--- config.mk ---
export PLATFORM = sky130hd
export DESIGN_NAME = wiscCore
export DESIGN_NICKNAME = d
export VERILOG_FILES = /design/src/design/wiscPkg.sv /design/src/design/regFile.sv /design/src/design/decode.sv /design/src/design/execute.sv /design/src/design/fetchUnit.sv /design/src/design/dataAccess.sv /design/src/design/busArbiter.sv /design/src/design/wiscCore.sv
export SDC_FILE = /design/constraint.sdc
export NUM_CORES = 1
export LEC_CHECK = 0
export BUFFER_PORTS_ARGS = -buffer_cell sky130_fd_sc_hd__buf_2
export CORE_UTILIZATION = 45
export DETAILED_ROUTE_END_ITERATION = 12
export GPL_TIMING_DRIVEN = 0
export PLACE_DENSITY = 0.7
export SETUP_SLACK_MARGIN = 0.15
export SLEW_MARGIN = 20
export SYNTH_ARGS = -nofsm -noshare
export SYNTH_HDL_FRONTEND = slang
export SYNTH_SLANG_ARGS = --single-unit
--- constraint.sdc ---
create_clock -name clk -period 6.41 [get_ports clk]
set_input_delay 1.282 -clock clk [delete_from_list [all_inputs] [get_ports clk]]
set_output_delay 1.282 -clock clk [all_outputs]
set_load 0.02 [all_outputs]
--- src/design/wiscPkg.sv ---
/* WISC core shared definitions
   word types, opcode and function codes, ALU operations, fetch constants */
package wiscPkg;
   typedef logic [15:0] wordT;    // data or address word
   typedef logic [15:0] instrT;   // raw instruction word
   typedef logic [2:0]  regIdxT;  // register index
   typedef logic [4:0]  opcodeT;  // instr[15:11]
   typedef logic [2:0]  aluOpT;

   // opcodes, instr[15:11]
   localparam opcodeT OP_HALT  = 5'b00000;
   localparam opcodeT OP_NOP   = 5'b00001;
   localparam opcodeT OP_J     = 5'b00100;
   localparam opcodeT OP_ADDI  = 5'b01000;
   localparam opcodeT OP_SUBI  = 5'b01001;
   localparam opcodeT OP_XORI  = 5'b01010;
   localparam opcodeT OP_ANDNI = 5'b01011;
   localparam opcodeT OP_BEQZ  = 5'b01100;
   localparam opcodeT OP_BNEZ  = 5'b01101;
   localparam opcodeT OP_ST    = 5'b10000;
   localparam opcodeT OP_LD    = 5'b10001;
   localparam opcodeT OP_LBI   = 5'b11000;
   localparam opcodeT OP_ALUR  = 5'b11011;  // R-format, op in instr[1:0]

   // R-format function field
   localparam logic [1:0] FN_ADD  = 2'b00;
   localparam logic [1:0] FN_SUB  = 2'b01;
   localparam logic [1:0] FN_XOR  = 2'b10;
   localparam logic [1:0] FN_ANDN = 2'b11;

   // alu operations, sub is B minus A
   localparam aluOpT ALU_ADD   = 3'd0;
   localparam aluOpT ALU_SUB   = 3'd1;
   localparam aluOpT ALU_XOR   = 3'd2;
   localparam aluOpT ALU_ANDN  = 3'd3;
   localparam aluOpT ALU_PASSB = 3'd4;   // LBI

   localparam wordT RESET_PC    = 16'h0000;  // first fetch address
   localparam wordT INSTR_BYTES = 16'd2;     // pc step per instruction
endpackage

--- src/design/regFile.sv ---
/* register file
   eight 16-bit registers, two asynchronous reads, one synchronous write */
module regFile (
   input  logic            clk,
   input  logic            reset,
   input  wiscPkg::regIdxT read1Sel,
   input  wiscPkg::regIdxT read2Sel,
   output wiscPkg::wordT   read1Data,
   output wiscPkg::wordT   read2Data,
   input  wiscPkg::regIdxT writeSel,
   input  wiscPkg::wordT   writeData,
   input  logic            writeEn
);
   wiscPkg::wordT regs [8];

   // no bypass, one instruction executes at a time
   assign read1Data = regs[read1Sel];
   assign read2Data = regs[read2Sel];

   always_ff @(posedge clk) begin
      if (reset) begin
         for (int i = 0; i < 8; i++) begin
            regs[i] <= '0;
         end
      end else if (writeEn) begin
         regs[writeSel] <= writeData;
      end
   end

   // destination comes from decode of the buffer head
   assert property (@(posedge clk) disable iff (reset) writeEn |-> !$isunknown(writeSel));
endmodule

--- src/design/decode.sv ---
/* decode stage
   control decoding, immediate extension, operand selection and the register file */
module decode (
   input  logic           clk,
   input  logic           reset,
   input  wiscPkg::instrT instr,
   input  wiscPkg::wordT  wbData,
   input  logic           wbEn,
   output wiscPkg::wordT  inA,
   output wiscPkg::wordT  inB,
   output wiscPkg::wordT  storeData,
   output wiscPkg::wordT  imm8,
   output wiscPkg::wordT  imm11,
   output wiscPkg::aluOpT aluOp,
   output logic           isLoad,
   output logic           isStore,
   output logic           isBranch,
   output logic           branchOnZero,
   output logic           isJump,
   output logic           isHalt,
   output logic           illegal,
   output logic           wbFromMem
);
   wiscPkg::opcodeT opcode;
   wiscPkg::regIdxT writeSel;   // destination register
   wiscPkg::wordT   imm5Sext;
   wiscPkg::wordT   imm5Zext;   // XORI, ANDNI
   wiscPkg::wordT   rtData;
   logic            regWrite;   // instr has a destination

   assign opcode    = instr[15:11];
   assign imm5Sext  = {{11{instr[4]}}, instr[4:0]};
   assign imm5Zext  = {11'b0, instr[4:0]};
   assign imm8      = {{8{instr[7]}}, instr[7:0]};
   assign imm11     = {{5{instr[10]}}, instr[10:0]};
   assign storeData = rtData;   // ST writes Rt

   regFile u_regFile (
      .clk       (clk),
      .reset     (reset),
      .read1Sel  (instr[10:8]),   // Rs
      .read2Sel  (instr[7:5]),    // Rt
      .read1Data (inA),
      .read2Data (rtData),
      .writeSel  (writeSel),
      .writeData (wbData),
      .writeEn   (wbEn & regWrite)
   );

   always_comb begin
      aluOp        = wiscPkg::ALU_ADD;
      inB          = '0;           // zero unless an operand is chosen
      writeSel     = instr[7:5];   // I-format and LD
      regWrite     = 1'b0;
      isLoad       = 1'b0;
      isStore      = 1'b0;
      isBranch     = 1'b0;
      branchOnZero = 1'b0;
      isJump       = 1'b0;
      isHalt       = 1'b0;
      illegal      = 1'b0;
      wbFromMem    = 1'b0;
      case (opcode)
         wiscPkg::OP_ADDI, wiscPkg::OP_SUBI: begin
            aluOp    = (opcode == wiscPkg::OP_SUBI) ? wiscPkg::ALU_SUB : wiscPkg::ALU_ADD;
            inB      = imm5Sext;
            regWrite = 1'b1;
         end
         wiscPkg::OP_XORI, wiscPkg::OP_ANDNI: begin
            aluOp    = (opcode == wiscPkg::OP_XORI) ? wiscPkg::ALU_XOR : wiscPkg::ALU_ANDN;
            inB      = imm5Zext;
            regWrite = 1'b1;
         end
         wiscPkg::OP_ALUR: begin
            inB      = rtData;
            writeSel = instr[4:2];   // Rd
            regWrite = 1'b1;
            case (instr[1:0])
               wiscPkg::FN_ADD:  aluOp = wiscPkg::ALU_ADD;
               wiscPkg::FN_SUB:  aluOp = wiscPkg::ALU_SUB;
               wiscPkg::FN_XOR:  aluOp = wiscPkg::ALU_XOR;
               wiscPkg::FN_ANDN: aluOp = wiscPkg::ALU_ANDN;
            endcase
         end
         wiscPkg::OP_LBI: begin
            aluOp    = wiscPkg::ALU_PASSB;
            inB      = imm8;
            writeSel = instr[10:8];
            regWrite = 1'b1;
         end
         wiscPkg::OP_LD: begin
            inB       = imm5Sext;   // address Rs + imm5
            isLoad    = 1'b1;
            wbFromMem = 1'b1;
            regWrite  = 1'b1;
         end
         wiscPkg::OP_ST: begin
            inB     = imm5Sext;
            isStore = 1'b1;
         end
         wiscPkg::OP_BEQZ: begin
            isBranch     = 1'b1;
            branchOnZero = 1'b1;
         end
         wiscPkg::OP_BNEZ: isBranch = 1'b1;
         wiscPkg::OP_J:    isJump = 1'b1;
         wiscPkg::OP_HALT: isHalt = 1'b1;
         wiscPkg::OP_NOP:  regWrite = 1'b0;   // retires with no effect
         default:          illegal = 1'b1;
      endcase
   end
endmodule

--- src/design/execute.sv ---
/* execute stage
   ALU, branch resolution, writeback select and issue/retire sequencing */
module execute (
   input  logic           clk,
   input  logic           reset,
   input  logic           instrValid,
   input  wiscPkg::wordT  instrPc,
   input  wiscPkg::aluOpT aluOp,
   input  logic           isLoad,
   input  logic           isStore,
   input  logic           isBranch,
   input  logic           branchOnZero,
   input  logic           isJump,
   input  logic           isHalt,
   input  logic           illegal,
   input  logic           wbFromMem,
   input  wiscPkg::wordT  inA,
   input  wiscPkg::wordT  inB,
   input  wiscPkg::wordT  storeData,
   input  wiscPkg::wordT  imm8,
   input  wiscPkg::wordT  imm11,
   output logic           instrTake,
   output logic           redirect,
   output wiscPkg::wordT  redirectPc,
   output logic           memStart,
   output logic           memWrite,
   output wiscPkg::wordT  memAddr,
   output wiscPkg::wordT  memWdata,
   input  logic           memDone,
   input  wiscPkg::wordT  memRdata,
   output wiscPkg::wordT  wbData,
   output logic           wbEn,
   output logic           halted,
   output logic           err
);
   typedef enum logic [1:0] {issue, waitMem, stopped} stateT;

   stateT         state;
   wiscPkg::wordT aluResult;
   wiscPkg::wordT offset;      // imm8 or imm11
   logic          isMem;
   logic          canIssue;
   logic          retireNow;   // single-cycle instruction
   logic          taken;

   assign isMem     = isLoad | isStore;
   assign canIssue  = (state == issue) & instrValid;
   assign retireNow = canIssue & ~isMem & ~isHalt & ~illegal;
   assign taken     = isJump | (isBranch & ((inA == '0) == branchOnZero));   // Rs tested

   always_comb begin
      case (aluOp)
         wiscPkg::ALU_ADD:   aluResult = inA + inB;
         wiscPkg::ALU_SUB:   aluResult = inB - inA;
         wiscPkg::ALU_XOR:   aluResult = inA ^ inB;
         wiscPkg::ALU_ANDN:  aluResult = inA & ~inB;
         wiscPkg::ALU_PASSB: aluResult = inB;
         default:            aluResult = '0;
      endcase
   end

   // targets relative to the next instruction
   assign offset     = isJump ? imm11 : imm8;
   assign redirectPc = instrPc + wiscPkg::INSTR_BYTES + offset;
   assign redirect   = retireNow & taken;

   assign memStart = canIssue & isMem;   // one cycle, state leaves issue
   assign memWrite = isStore;
   assign memAddr  = aluResult;
   assign memWdata = storeData;

   // loads retire when the bus transfer ends
   assign instrTake = retireNow | ((state == waitMem) & memDone);
   assign wbEn      = instrTake;
   assign wbData    = wbFromMem ? memRdata : aluResult;

   always_ff @(posedge clk) begin
      if (reset) begin
         state  <= issue;
         halted <= 1'b0;
         err    <= 1'b0;
      end else begin
         case (state)
            issue: begin
               if (canIssue & (isHalt | illegal)) begin
                  state  <= stopped;
                  halted <= 1'b1;
                  err    <= illegal;
               end else if (memStart) begin
                  state <= waitMem;
               end
            end
            waitMem: if (memDone) state <= issue;
            default: state <= stopped;   // held until reset
         endcase
      end
   end

   // the load/store unit only answers an issued memory instruction
   assert property (@(posedge clk) disable iff (reset) memDone |-> state == waitMem);
endmodule

--- src/design/fetchUnit.sv ---
/* instruction fetch
   pc, prefetching bus reads and a two-entry instruction buffer */
module fetchUnit (
   input  logic           clk,
   input  logic           reset,
   input  logic           redirect,
   input  wiscPkg::wordT  redirectPc,
   input  logic           instrTake,
   input  logic           halted,
   output logic           instrValid,
   output wiscPkg::instrT instr,
   output wiscPkg::wordT  instrPc,
   output logic           fetchReq,
   output wiscPkg::wordT  fetchAddr,
   input  logic           fetchGrant,
   input  logic           fetchDone,
   input  wiscPkg::wordT  fetchRdata
);
   wiscPkg::wordT  fetchPc;      // next address to request
   wiscPkg::wordT  busyPc;       // address of the word on the bus
   logic           inFlight;     // granted, waiting for done
   logic           discard;      // in-flight word is from a flushed path
   logic [1:0]     count;        // valid entries, head is entry 0
   logic [1:0]     pushSlot;
   logic           push;
   wiscPkg::instrT bufWord [2];
   wiscPkg::wordT  bufPc [2];

   // an ungranted request may still drop on halt
   assign fetchReq  = inFlight | (~halted & (count != 2'd2));
   assign fetchAddr = inFlight ? busyPc : fetchPc;

   assign push     = fetchDone & ~discard & ~redirect;
   assign pushSlot = count - {1'b0, instrTake};   // first free entry after pop

   assign instrValid = count != 2'd0;
   assign instr      = bufWord[0];
   assign instrPc    = bufPc[0];

   always_ff @(posedge clk) begin
      if (reset) begin
         fetchPc  <= wiscPkg::RESET_PC;
         inFlight <= 1'b0;
         discard  <= 1'b0;
         count    <= 2'd0;
      end else begin
         inFlight <= (inFlight | fetchGrant) & ~fetchDone;
         if (redirect) begin
            fetchPc <= redirectPc;
         end else if (fetchGrant) begin
            fetchPc <= fetchPc + wiscPkg::INSTR_BYTES;
         end
         // the bus transfer still finishes, its word is dropped
         if (redirect & (inFlight | fetchGrant) & ~fetchDone) begin
            discard <= 1'b1;
         end else if (fetchDone) begin
            discard <= 1'b0;
         end
         if (redirect) begin
            count <= 2'd0;   // flush
         end else begin
            count <= count + {1'b0, push} - {1'b0, instrTake};
         end
      end
   end

   always_ff @(posedge clk) begin
      if (fetchGrant) busyPc <= fetchPc;
      if (instrTake) begin
         bufWord[0] <= bufWord[1];
         bufPc[0]   <= bufPc[1];
      end
      if (push) begin   // overrides the shift when both hit entry 0
         bufWord[pushSlot[0]] <= fetchRdata;
         bufPc[pushSlot[0]]   <= busyPc;
      end
   end
endmodule

--- src/design/dataAccess.sv ---
/* load/store requester
   turns one LD or ST from execute into one bus transfer */
module dataAccess (
   input  logic          clk,
   input  logic          reset,
   input  logic          memStart,
   input  logic          memWrite,
   input  wiscPkg::wordT memAddr,
   input  wiscPkg::wordT memWdata,
   output logic          memDone,
   output wiscPkg::wordT memRdata,
   output logic          dataReq,
   output logic          dataWrite,
   output wiscPkg::wordT dataAddr,
   output wiscPkg::wordT dataWdata,
   input  logic          dataDone,
   input  wiscPkg::wordT dataRdata
);
   logic pending;   // request held until the bus reports done

   assign dataReq  = pending;
   assign memDone  = pending & dataDone;
   assign memRdata = dataRdata;   // sampled by execute on memDone

   always_ff @(posedge clk) begin
      if (reset) begin
         pending <= 1'b0;
      end else if (memStart) begin
         pending <= 1'b1;
      end else if (dataDone) begin
         pending <= 1'b0;
      end
   end

   // fields stay fixed for the whole transfer
   always_ff @(posedge clk) begin
      if (memStart) begin
         dataWrite <= memWrite;
         dataAddr  <= memAddr;
         dataWdata <= memWdata;
      end
   end

   // execute waits for memDone before the next memory instruction
   assert property (@(posedge clk) disable iff (reset) memStart |-> !pending);
endmodule

--- src/design/busArbiter.sv ---
/* bus arbiter
   fixed priority, data over fetch, onto one APB requester port */
module busArbiter (
   input  logic          clk,
   input  logic          reset,
   input  logic          fetchReq,
   input  wiscPkg::wordT fetchAddr,
   output logic          fetchGrant,
   output logic          fetchDone,
   output wiscPkg::wordT fetchRdata,
   input  logic          dataReq,
   input  logic          dataWrite,
   input  wiscPkg::wordT dataAddr,
   input  wiscPkg::wordT dataWdata,
   output logic          dataGrant,
   output logic          dataDone,
   output wiscPkg::wordT dataRdata,
   output logic          psel,
   output logic          penable,
   output logic          pwrite,
   output wiscPkg::wordT paddr,
   output wiscPkg::wordT pwdata,
   input  wiscPkg::wordT prdata,
   input  logic          pready
);
   typedef enum logic [1:0] {idle, setup, access} stateT;

   stateT state;
   logic  ownerData;   // load/store unit owns the bus
   logic  xferEnd;

   assign dataGrant  = (state == idle) & dataReq;
   assign fetchGrant = (state == idle) & fetchReq & ~dataReq;

   assign psel    = state != idle;
   assign penable = state == access;
   assign paddr   = ownerData ? dataAddr : fetchAddr;
   assign pwrite  = psel & ownerData & dataWrite;
   assign pwdata  = dataWdata;   // fetch never writes

   assign xferEnd    = penable & pready;
   assign fetchDone  = xferEnd & ~ownerData;
   assign dataDone   = xferEnd & ownerData;
   assign fetchRdata = prdata;
   assign dataRdata  = prdata;

   always_ff @(posedge clk) begin
      if (reset) begin
         state     <= idle;
         ownerData <= 1'b0;
      end else begin
         case (state)
            idle: begin
               if (dataGrant | fetchGrant) begin
                  state     <= setup;
                  ownerData <= dataGrant;
               end
            end
            setup:   state <= access;
            access:  if (pready) state <= idle;   // wait states stretch access
            default: state <= idle;
         endcase
      end
   end

   // requesters must hold their fields while the access phase lasts
   assert property (@(posedge clk) disable iff (reset)
      penable |-> $stable(paddr) && $stable(pwrite) && (!pwrite || $stable(pwdata)));
   // the owner keeps its request up until done
   assert property (@(posedge clk) disable iff (reset)
      psel |-> (ownerData ? dataReq : fetchReq));
endmodule

--- src/design/wiscCore.sv ---
/* WISC core top
   fetch, decode, execute and load/store joined onto one APB memory port */
module wiscCore (
   input  logic          clk,
   input  logic          reset,
   output logic          psel,
   output logic          penable,
   output logic          pwrite,
   output wiscPkg::wordT paddr,
   output wiscPkg::wordT pwdata,
   input  wiscPkg::wordT prdata,
   input  logic          pready,
   output logic          halted,
   output logic          err
);
   // fetch and execute
   logic           instrValid;
   wiscPkg::instrT instr;
   wiscPkg::wordT  instrPc;
   logic           instrTake;
   logic           redirect;
   wiscPkg::wordT  redirectPc;
   // decode outputs
   wiscPkg::wordT  inA;
   wiscPkg::wordT  inB;
   wiscPkg::wordT  storeData;
   wiscPkg::wordT  imm8;
   wiscPkg::wordT  imm11;
   wiscPkg::aluOpT aluOp;
   logic           isLoad;
   logic           isStore;
   logic           isBranch;
   logic           branchOnZero;
   logic           isJump;
   logic           isHalt;
   logic           illegal;
   logic           wbFromMem;
   wiscPkg::wordT  wbData;   // writeback into decode
   logic           wbEn;
   // execute and load/store unit
   logic           memStart;
   logic           memWrite;
   wiscPkg::wordT  memAddr;
   wiscPkg::wordT  memWdata;
   logic           memDone;
   wiscPkg::wordT  memRdata;
   // requesters and arbiter
   logic           fetchReq;
   wiscPkg::wordT  fetchAddr;
   logic           fetchGrant;
   logic           fetchDone;
   wiscPkg::wordT  fetchRdata;
   logic           dataReq;
   logic           dataWrite;
   wiscPkg::wordT  dataAddr;
   wiscPkg::wordT  dataWdata;
   logic           dataDone;
   wiscPkg::wordT  dataRdata;

   decode u_decode (.*);

   execute u_execute (.*);

   fetchUnit u_fetchUnit (.*);

   dataAccess u_dataAccess (.*);   // no grant input, req is held until done

   busArbiter u_busArbiter (
      .*,
      .dataGrant ()
   );
endmodule

Word-level counts from Yosys, hierarchy flattened --
Memory sizes are Yosys's and may differ from the RTL's. Index checks and enable logic that the tools add are counted.
Cells by class: shifts and indexed selects 0, reduce and logical (&&, ||, !) cells 23, $lt $le $gt $ge 0, $add $sub $neg 8, bitwise logic cells 43, divide/modulo/power cells 0, multiplexer cells 44, $mul 0, eq/ne operators 28
Operators by type and width (number):
- $mux W16 | 7
- $pmux W16 S5 | 1
- $pmux W16 S4 | 1
- $add A16 B16 Y16 | 2
- $add A16 B2 Y16 const B | 2
- $eq A5 B4 Y1 const B | 6
- $and A1 B1 Y1 | 25
- $mux W1 | 24
- $pmux W3 S4 | 2
- $eq A5 B5 Y1 const B | 4
- $and A16 B16 Y16 | 1
- $logic_not A16 Y1 | 1
- $not A16 Y16 | 1
- $reduce_or A16 Y1 | 1
- $sub A16 B16 Y16 | 1
- $xor A16 B16 Y16 | 1
- $reduce_or A13 Y1 | 1
- $mux W2 | 5
- $reduce_bool A2 Y1 | 5
- $not A1 Y1 | 8
- $reduce_and A2 Y1 | 4
- $reduce_or A2 Y1 | 4
- $or A1 B1 Y1 | 7
- $reduce_or A7 Y1 | 1
- other kinds (22) | 31
Word-level totals: memories kept 3, word-level logic and storage cells 163, bits in writable memories 192, input port bits 19, ROM bits 0, register bits 77, output and inout bits 37, latch bits 0
Memories:
- u_decode.u_regFile.regs | words 8, width 16, rd ports 2, clocked after memory_dff 0, wr ports 8, line regFile.sv:14 | wiscPkg::wordT regs [8];
- u_fetchUnit.bufPc | words 2, width 16, rd ports 2, clocked after memory_dff 0, wr ports 2, line fetchUnit.sv:27 | wiscPkg::wordT bufPc [2];
- u_fetchUnit.bufWord | words 2, width 16, rd ports 2, clocked after memory_dff 0, wr ports 2, line fetchUnit.sv:26 | wiscPkg::instrT bufWord [2];

Longest topological paths before layout --
An unclocked memory read counts as a cell.
depth after elaboration 15, mapped depth 23, mapped depth without buffers 18

Modules after synthesis --
Synthesis repeated with hierarchy kept, for this count alone.
Unflattened totals: cells, all modules 1420, area total of the unflattened synthesis 17284.1 um^2
Modules (own cells, without submodules):
- regFile | sequential area each 3843.7 um^2, cells each 430, times used 1, area each 7000.5 um^2
- fetchUnit | sequential area each 2802.7 um^2, cells each 266, times used 1, area each 4206.5 um^2
- execute | sequential area each 80.1 um^2, cells each 467, times used 1, area each 3424.5 um^2
- dataAccess | sequential area each 1011.0 um^2, cells each 54, times used 1, area each 1157.4 um^2
- decode | sequential area each 0.0 um^2, cells each 118, times used 1, area each 778.2 um^2
- busArbiter | sequential area each 60.1 um^2, cells each 85, times used 1, area each 716.9 um^2

Worst setup path before layout --
OpenSTA, ideal clock, no wires.
kind register to register, start memory u_fetchUnit.bufWord[0][8] in the netlist's numbering, end memory u_decode.u_regFile.regs[0][11] in the netlist's numbering, data pin, setup time 0.272 ns, required time 6.138 ns, arrival time 4.842 ns, buffers on the path 5, stages on the path, launching flop included 22, setup slack 1.296 ns, period minus slack after synthesis 5.114 ns, path through edfxtp_1 buf_4 buf_6 buf_6 buf_1 mux4_2 nand2_1 and2_1 ha_1 a41oi_1 xnor2_1 ha_1 clkbuf_1 a21o_1 a21o_1 o31a_1 o21ai_0 a21boi_0 or3_1 a31o_2 mux2i_1 nor2_1
RTL lines (line):
- start, declared | fetchUnit.sv:26
- end, declared | regFile.sv:14

==> tab_implementation.tex <==
\begin{tabular}{lr}
\hline
Metric & Value \\
\hline
\multicolumn{2}{l}{\textbf{Power and ir drop}} \\
\quad Total power of the final layout & 7.48 mW \\
\quad Net Sw Power & 3.05 mW \\
\quad Part of the power in registers & 31.7\% \\
\quad Internal power consumption & 4.43 mW \\
\quad Leakage power of the design & 6.65 nW \\
\quad Clock share of power & 22.0\% \\
\quad Proportion of power drawn by combinational gates & 46.3\% \\
\quad VDD IR-drop max & 0.000285 V \\
\quad Cell Pwr Density & 433 mW/mm\^{}2 \\
\quad Switching share of total power & 40.8\% \\
\multicolumn{2}{l}{\textbf{Clocking}} \\
\quad Post-CTS clock slew at the launch and capture registers of the worst setup and hold paths & 0.07 ns \\
\quad Clock tree from TritonCTS & yes \\
\quad CTS hold repair buffers & 0 \\
\quad Buffer cell driving the clock tree root & clkbuf\_16 \\
\quad Clock insertion delay at the later pin of the skew report & 0.56 ns \\
\quad Number of buffers added by the clock tree synthesis step & 29 \\
\quad CTS sink cnt & 269 \\
\quad Clock Path Buffers & 3 \\
\quad Number of H-tree levels & 1 \\
\multicolumn{2}{l}{\textbf{Global routing}} \\
\quad Pin count of the biggest net entering global routing & 26 \\
\quad First-pass GRT wire length & 63.9 mm \\
\quad Number of antenna violations at the first check in global routing & 0 \\
\quad Global route total overflow & 0 \\
\quad GRT Overall Usage & 23.6\% \\
\quad Vias in the first global route & 11,000 \\
\multicolumn{2}{l}{\textbf{Logic synthesis}} \\
\quad Synth Area in Compound Gates & 7.75\% \\
\quad Async set-reset flop share out of synthesis & 0\% \\
\quad Net count after synthesis & 1,368 \\
\quad Xor/xnor share of the synthesized area & 3.01\% \\
\quad Arithmetic-cell share of the synthesized area counting full adders, half adders and majority gates & 5.54\% \\
\quad Count of flip-flops with a built-in enable after synthesis & 241 \\
\quad Post-synth top flop & edfxtp\_1 \\
\quad Cell count after synthesis & 1,282 \\
\quad Synthesized area & 0.0154 sq mm \\
\quad Main combinational cell family by area after synthesis & multiplexers \\
\quad Sequential element share of the synthesized area & 50.6\% \\
\quad Warnings, synthesis & 0 \\
\quad Synthesized area per cell & 12.0 sq um \\
\quad \#FFs+latches synth & 269 \\
\quad Post-synthesis simple-gate area fraction & 12.6\% \\
\quad Post-synthesis cell type count & 68 \\
\quad Post-synthesis mux area share & 17.4\% \\
\multicolumn{2}{l}{\textbf{Floorplan}} \\
\quad Die footprint & 0.0350 sq mm \\
\quad Ports & 56 \\
\quad Starting Density & 45.8\% \\
\quad Num rows & 67 \\
\quad Die Width & 187 um \\
\quad Die Y-Extent & 187 um \\
\quad Area of the core & 0.0336 sq mm \\
\multicolumn{2}{l}{\textbf{Critical path}} \\
\quad Worst setup path category & flip-flop to flip-flop \\
\quad Crit. Startpoint & u\_fetchUnit.bufWord[0][6] \\
\quad Worst-path maximum fanout & 10 \\
\quad Largest stage delay on the critical path & 0.65 ns \\
\quad Setup crit end kind & flip-flop \\
\quad Worst path buffer plus inverter count & 4 \\
\quad Reg-to-reg endpoint & u\_decode.u\_regFile.regs[1][11] \\
\quad CP Data Required Time & 6.68 ns \\
\quad Worst-path cell with the longest stage delay & clkbuf\_1 \\
\quad Element type at the critical path start & flip-flop \\
\quad Top cell family by delay on the critical path & compound AO/OA/AOI/OAI gates \\
\quad Register-to-register path setup slack & 0.42 ns \\
\quad Cells traversed along the worst timing path & buf\_1 > clkbuf\_1 > mux4\_2 > mux2\_2 > a221oi\_1 > inv\_1 > ha\_1 > clkbuf\_1 > nand4\_1 > a211oi\_1 > o31a\_1 > o21ai\_0 > a21boi\_0 > o21ai\_0 > a31o\_2 > mux2i\_1 > nor2\_1 \\
\quad Data arrival time of the critical path & 6.27 ns \\
\quad Critical R2R Launch & u\_fetchUnit.bufWord[0][6] \\
\quad Levels on crit path & 17 \\
\quad R2R cell count & 17 \\
\multicolumn{2}{l}{\textbf{Worst hold path}} \\
\quad Type of the tightest min-delay check & flip-flop to flip-flop \\
\quad Endpoint of the worst hold-timing path & u\_fetchUnit.discard \\
\quad Worst hold path depth & 2 \\
\quad Hold Path Origin & u\_fetchUnit.discard \\
\multicolumn{2}{l}{\textbf{Timing}} \\
\quad Worst slew slack as a fraction of its limit & 27.2\% \\
\quad RSZ-0062 raised after global routing & no \\
\quad Period Utilization, post-route & 93.5\% \\
\quad Aggregate negative setup slack & 0 ns \\
\quad Post-Route Skew & 0.0107 ns \\
\quad Maximum clock rate & 167 MHz \\
\quad Worst hold slack across all endpoints & 0.453 ns \\
\quad Period minus WS final & 5.99 ns \\
\quad Final setup viols & 0 \\
\quad Worst-Margin Slew & 1.06 ns \\
\quad Pins Over Slew Limit & 0 \\
\quad Final hold violations & 0 \\
\multicolumn{2}{l}{\textbf{Routing}} \\
\quad Starting DRT DRC Count & 1,213 \\
\quad Wirelength, routed & 41.4 mm \\
\quad Routed Antenna Nets & 0 \\
\quad First-pass detailed-route iteration total & 5 \\
\quad Average vias per placed instance & 5.98 \\
\quad Mean routed wirelength per cell & 22.5 um \\
\quad Routed via count & 11,000 \\
\quad Residual DRC & 0 \\
\multicolumn{2}{l}{\textbf{Layout}} \\
\quad Layout overhead on the synthesized area & 12.1\% \\
\quad Fraction of final layout cells sized beyond drive strength 1 & 18.6\% \\
\quad Most frequent standard cell in the layout excluding fill and tap cells & edfxtp\_1 \\
\quad Fraction of the core area covered by cells at the end of the flow & 51.4\% \\
\quad Nets & 1,455 \\
\quad Antenna diode count & 0 \\
\quad Most used cells in the layout excluding fill and tap cells & edfxtp\_1, nor2\_1, nand2\_1 \\
\multicolumn{2}{l}{\textbf{Job}} \\
\quad Number of max-cap violations & 0 \\
\multicolumn{2}{l}{\textbf{Place}} \\
\quad Final HPWL from detailed placement & 31.0 mm \\
\quad Gp weighted congestion & 0.920 \\
\quad Number of port buffers & 54 \\
\multicolumn{2}{l}{\textbf{Run status}} \\
\quad Outcome & finished clean \\
\hline
\end{tabular}
logic make-up after synthesis:
kind of cell               Yosys count
and+or+nand+nor                    432
buffers and inverters              113
xor gates and xnor gates            53
adders and majority gates           67
muxes                              163
DFF                                269
AOI/OAI and AO/OA                  185
power by group through the flow:
stage | clock network, mW | registers (mW) | logic (mW)
final | 1.65 | 2.37 | 3.46
after floorplan | 0 | 2.35 | 2.40
after detailed placement | 0 | 2.40 | 3.38
after global placement | 0 | 2.40 | 3.31
after global routing | 1.73 | 2.39 | 3.73
after CTS | 1.66 | 2.37 | 3.41
per-layer routing:
| metal | share of wire (%) | track usage, % | wire length (um) | vias up |
|---|---|---|---|---|
| met2 | 48 | 39.7 | 19800 | 479 |
| met1 | 42 | 31.1 | 17300 | 5466 |
| li1 | - | - | - | 4963 |
| met4 | 3.5 | 8.54 | 1470 | 0 |
| met5 | 0 | 0 | 0 | - |
| met3 | 6.8 | 3.51 | 2830 | 99 |
cells in the mapped netlist, types with 4 or more instances:
cell type | n | share of area (%)
a221oi_1 | 5 | 0.28
o21ai_0 | 41 | 1.3
nor3b_1 | 4 | 0.19
xnor2_1 | 40 | 2.3
o31ai_1 | 7 | 0.34
nor2_1 | 191 | 4.7
nor3_1 | 40 | 1.3
a221o_1 | 5 | 0.32
dfxtp_1 | 28 | 3.6
a31oi_1 | 7 | 0.28
clkbuf_1 | 47 | 1.1
buf_6 | 5 | 0.37
a21o_1 | 10 | 0.49
o41ai_1 | 4 | 0.23
mux2_2 | 20 | 1.5
mux2i_1 | 43 | 2.8
buf_2 | 5 | 0.16
nand4_1 | 10 | 0.41
a211oi_1 | 13 | 0.63
nor2b_1 | 11 | 0.45
buf_1 | 9 | 0.22
or2_2 | 4 | 0.16
edfxtp_1 | 241 | 47
nand2b_1 | 17 | 0.69
a22oi_1 | 5 | 0.24
xor2_1 | 13 | 0.74
o221ai_1 | 6 | 0.34
inv_1 | 44 | 1.1
nand2_1 | 110 | 2.7
a21oi_1 | 52 | 1.7
nand3_1 | 11 | 0.36
or3_1 | 8 | 0.32
o21a_1 | 6 | 0.29
and3_1 | 9 | 0.37
ha_1 | 65 | 5.3
mux4_2 | 70 | 10
mux2_4 | 29 | 2.8
layout make-up:
type / count / area (sq um)
Buffer: 66 / 308
Clock buffer: 38 / 779
Clock inverter: 16 / 146
Fill cell: 2901 / 16300
Inverter: 46 / 175
Multi-Input combinational cell: 900 / 7160
Sequential cell: 269 / 7800
Tap cell: 448 / 561
Timing Repair Buffer: 57 / 345
worst register-to-register path: cells and delay by family (launching register included):
| kind | cells | cell delay (ns) |
|---|---|---|
| AO/OA/AOI/OAI | 7 | 1.83 |
| adder cells (fa/ha/maj) | 1 | 0.29 |
| buffers and inverters | 4 | 1.43 |
| flip-flops | 1 | 0.41 |
| multiplexers | 3 | 1.43 |
| AND/OR/NAND/NOR | 2 | 0.32 |
stage by stage:
step	cells	cell area, sq um	setup slack, ns
global placement	1784	16200	-0.823
floorplan	1282	15400	1.30
detailed placement	1787	16300	-0.0208
finish	1840	17300	0.417
global route	1840	17300	0.140
CTS	1840	17300	0.198
flip-flops by register name, summed over array words and instances (netlist names):
name / flops
u_busArbiter.state: 2
u_fetchUnit.fetchPc: 16
u_busArbiter.ownerData: 1
u_execute.err: 1
u_dataAccess.dataWdata: 16
u_fetchUnit.discard: 1
u_fetchUnit.busyPc: 16
u_fetchUnit.inFlight: 1
u_decode.u_regFile.regs: 128
u_fetchUnit.bufWord: 32
u_fetchUnit.count: 2
u_execute.halted: 1
u_dataAccess.dataWrite: 1
u_dataAccess.dataReq: 1
u_dataAccess.dataAddr: 16
u_execute.state: 2
u_fetchUnit.bufPc: 32
worst max-delay path by stage:
| stage | to | slack (ns) |
|---|---|---|
| after floorplan | u_decode.u_regFile.regs[0][11] | 1.30 |
| after global placement | u_fetchUnit.bufWord[1][8] | -0.82 |
| after detailed placement | u_decode.u_regFile.regs[1][14] | -0.02 |
| after CTS | u_decode.u_regFile.regs[2][14] | 0.20 |
| after global routing | u_decode.u_regFile.regs[4][14] | 0.14 |
| final | u_decode.u_regFile.regs[1][11] | 0.42 |
timing repair:
action | 4_1_cts | 5_1_grt
cloned | 0 | 0
setup buffers | 0 | 0
resized for setup | 3 | 5
endpoints found under the setup margin | 26 | 43
Note: power is estimated with default switching activity, not from simulation.
